[src/rtl/ram_pkg.sv]
/*
 * RAM geometry package
 * Shared widths and vector types for the byte-column dual-port memory
 * and the 33-bit user word that the wrapper presents on each port.
 */
`default_nettype none

package ram_pkg;

    // Word address into the array
    localparam int addr_w = 12;
    // One column is a byte plus its parity bit
    localparam int col_w = 9;
    localparam int nb_col = 4;
    // A full memory word is made of all columns side by side
    localparam int word_w = nb_col * col_w;
    // User data only fills the low part of a memory word
    localparam int user_w = 33;
    localparam int ram_depth = 2 ** addr_w;

    typedef logic [addr_w-1:0] addr_t;
    typedef logic [word_w-1:0] word_t;
    typedef logic [user_w-1:0] user_t;
    // One write enable per column, bit c covers word bits [c*col_w +: col_w]
    typedef logic [nb_col-1:0] col_en_t;

endpackage

`default_nettype wire

[src/rtl/write_collision_detect.sv]
/*
 * Write collision detector
 * Raises a one-cycle pulse after an edge on which both ports wrote
 * the same address. Hardware leaves such a word undefined, while the
 * memory model here keeps port A's data.
 */
`timescale 1ns/1ps
`default_nettype none

module write_collision_detect (
    input  wire logic           ram_inf,
    input  wire logic           rst_n,
    input  wire logic           wea,
    input  wire logic           web,
    input  wire ram_pkg::addr_t addra,
    input  wire ram_pkg::addr_t addrb,
    output logic                collision
);

    logic same_addr;
    logic both_write;

    // Compare the full address, both ports see the same array
    assign same_addr = (addra == addrb);
    assign both_write = wea & web;

    // The flag is rebuilt on every edge, so it lasts one cycle
    // unless the cause repeats on the next edge
    always_ff @(posedge ram_inf or negedge rst_n) begin
        if (!rst_n) begin
            collision <= 1'b0;
        end else begin
            collision <= both_write & same_addr;
        end
    end

endmodule

`default_nettype wire

[config.mk]
export PLATFORM = sky130hd
export DESIGN_NAME = write_collision_detect
export DESIGN_NICKNAME = d
export VERILOG_FILES = /design/src/rtl/ram_pkg.sv /design/src/rtl/write_collision_detect.sv
export SDC_FILE = /design/constraint.sdc
export NUM_CORES = 1
export LEC_CHECK = 0
export ABC_AREA = 1
export ABC_CLOCK_PERIOD_IN_PS = 800
export BUFFER_PORTS_ARGS = -buffer_cell sky130_fd_sc_hd__clkbuf_2
export CORE_AREA = 2 2 39 41
export DETAILED_ROUTE_END_ITERATION = 8
export DIE_AREA = 0 0 41 43
export PLACE_DENSITY_LB_ADDON = 0.12
export SLEW_MARGIN = 15
export SYNTH_ARGS = -nofsm -noshare
export SYNTH_HDL_FRONTEND = slang
export SYNTH_SLANG_ARGS = --single-unit
[constraint.sdc]
create_clock -name ram_inf -period 0.8 [get_ports ram_inf]
set_clock_uncertainty 0.2 [all_clocks]
set_input_delay 0.08 -clock ram_inf [delete_from_list [all_inputs] [get_ports ram_inf]]
set_output_delay 0.08 -clock ram_inf [all_outputs]
set_load 0.01 [all_outputs]
==> results.sh <==
export IMPL_port_buffers=28
export IMPL_largest_reg_flops=1
export IMPL_core_um2=1380
export IMPL_cp_end_kind="register"
export IMPL_ys_seq_area_share_pct=10.5
export IMPL_drtPass1Iterations=2
export IMPL_avgSynthCellArea_um2=4.75
export IMPL_area_growth_pct=87.4
export IMPL_wl_per_cell_um=5.86
export IMPL_drt_wl_total_um=557
export IMPL_die_h_um=43
export IMPL_status="complete, but fails checks"
export IMPL_initial_core_util_pct=17.2
export IMPL_clkTransAtPathRegs_ns=0
export IMPL_top_regs="collision (1)"
export IMPL_finalInstanceArea_um2=445
export IMPL_place_hpwl_um=511
export IMPL_synth_simple_area_share_pct=45.8
export IMPL_top_register="collision"
export IMPL_yosysWarnings=0
export IMPL_p_leak_nw=0.290
export IMPL_grt_max_degree=3
export IMPL_cp_max_fo=1
export IMPL_dp_cells=94
export IMPL_cp_required_ns=0.53
export IMPL_nFillCells=160
export IMPL_grt_setup_unrepaired="yes"
export IMPL_setup_viol=1
export IMPL_drc=0
export IMPL_hold_violations=0
export IMPL_dpl_cell_area_um2=398
export IMPL_yosysTopAreaCell="nand2_1"
export IMPL_ys_top_cells_by_count="18 x nand2_1, 12 x inv_1, 8 x nor2_1, 3 x o21ai_0"
export IMPL_drive_gt1_share_pct=44.3
export IMPL_drv_slew=0
export IMPL_violations="setup timing"
export IMPL_whs_ns=0.197
export IMPL_final_nets=109
export IMPL_vias=345
export IMPL_synthCells=50
export IMPL_synth_ff_type="dfrtp_1"
export IMPL_irDropWorstVdd_uv=148
export IMPL_gp_congestion=0.547
export IMPL_synth_top_family_by_area="simple AND/OR/NAND/NOR gates"
export IMPL_fin_tns_setup_ns=-0.104
export IMPL_synth_edf_count=0
export IMPL_finalCoreUtilization_pct=32.2
export IMPL_ioPinCount=29
export IMPL_antenna_found_initial=0
export IMPL_finalCritPeriodShare_pct=113
export IMPL_drv_cap=0
export IMPL_synth_seq_cells=1
export IMPL_max_slew_margin_pct=89.5
export IMPL_powerDensity_nw_per_um2=508
export IMPL_place_ws_ns=-0.102
export IMPL_syn_nets=78
export IMPL_synth_area_leaders="nand2_1 28%, inv_1 19%, nor2_1 13%"
export IMPL_synthMuxAreaShare_pct=0
export IMPL_viasPerCell=3.63
export IMPL_synth_xor_area_share_pct=14.7
export IMPL_min_period_ns=0.904
export IMPL_cp_start_kind="primary input"
export IMPL_critPathArrivalTime_ns=0.63
export IMPL_n_antenna_cell=0
export IMPL_grt_pass1_wl_um=772
export IMPL_tightest_slew_ns=0.155
export IMPL_synth_top_cell_area_share_pct=28.4
export IMPL_min_path_type="in -> async"
export IMPL_clock_fmax_mhz=1110
export IMPL_multi_input_area_um2=176
export IMPL_synthArstFlopShare_pct=100
export IMPL_setup_ws_ns=-0.104
export IMPL_synth_compound_area_share_pct=8.42
export IMPL_grt_use_total_pct=5.70
export IMPL_drt_iter0_markers=1
export IMPL_yosysUniqueCellTypes=11
export IMPL_crit_type="in -> reg"
export IMPL_overflow=0
export IMPL_syn_area_um2=238
export IMPL_row_count=14
export IMPL_ant_nets=0
export IMPL_seqCellArea_um2=25.0
export IMPL_instances_no_fill=95
export IMPL_p_total_mw=0.226
export IMPL_design_die_area_um2=1760
export IMPL_grt_pass1_vias=244
export IMPL_synth_most_common_cell="nand2_1"
export IMPL_die_w_um=41
export IMPL_synthAdderAreaFrac_pct=0
worst max-delay path: stages:
cell and delay, ns:
clkbuf_2 0.10, xnor2_2 0.14, nand2_1 0.07, nor2_2 0.10, nand2_1 0.06, nor2_2 0.09
placed cells by master (no fill, tap or decap), drive strengths merged:
cell	synthesis	layout
buf	0	3
clkbuf	0	25
dfrtp	1	1
dlygate4sd3	0	1
inv	13	13
nand2	18	18
nand3	1	1
nor2	9	9
o21ai	4	4
xnor2	2	2
xor2	2	2
cell type report:
| cell class | count | area share, % |
|---|---|---|
| inverter | 13 | 11.5 |
| multi-input combinational | 36 | 39.6 |
| sequential | 1 | 5.62 |
| tap | 16 | 4.49 |
| timing repair buffer | 29 | 38.8 |
final timing paths:
check,start,endpoint,slack (ns),cells after the start
worst min-delay path,rst_n,collision$_DFF_PN0_,0.20,2
max in group asynchronous,rst_n,collision$_DFF_PN0_,0.12,2
min in group ram_inf,addra[0],collision$_DFF_PN0_,0.24,6
worst max-delay path,addrb[11],collision$_DFF_PN0_,-0.10,6
metal layers:
layer,track usage [%],share of wire [%],vias to the layer above
met3,0,11,0
met1,8.25,43,129
met2,9.69,45,16
li1,-,-,200
met4,0,0,0
met5,0,0,-
what timing repair did:
item / 4_1_cts / 5_1_grt
hold buffers: 1 / 0
endpoints found under the hold margin: 1 / 0
endpoints found under the setup margin: 1 / 1
pin swaps: 2 / 4
setup buffers: 0 / 0
gates resized for setup: 1 / 10
power breakdown:
| part | internal [mW] | total [mW] | switching, mW |
|---|---|---|---|
| sequential | 0.0515 | 0.0515 | 0.00000479 |
| combinational | 0.102 | 0.175 | 0.0728 |
| clock | 0 | 0 | 0 |
| total | 0.154 | 0.226 | 0.0728 |
cell families (layout without fill, tap and decap cells):
group                  count (synthesis)  after routing
buffers and inverters                 13             42
XOR/XNOR                               4              4
AO/OA/AOI/OAI                          4              4
flip-flops                             1              1
AND/OR/NAND/NOR                       28             28
No activity file was read; power rests on OpenSTA's default activity.
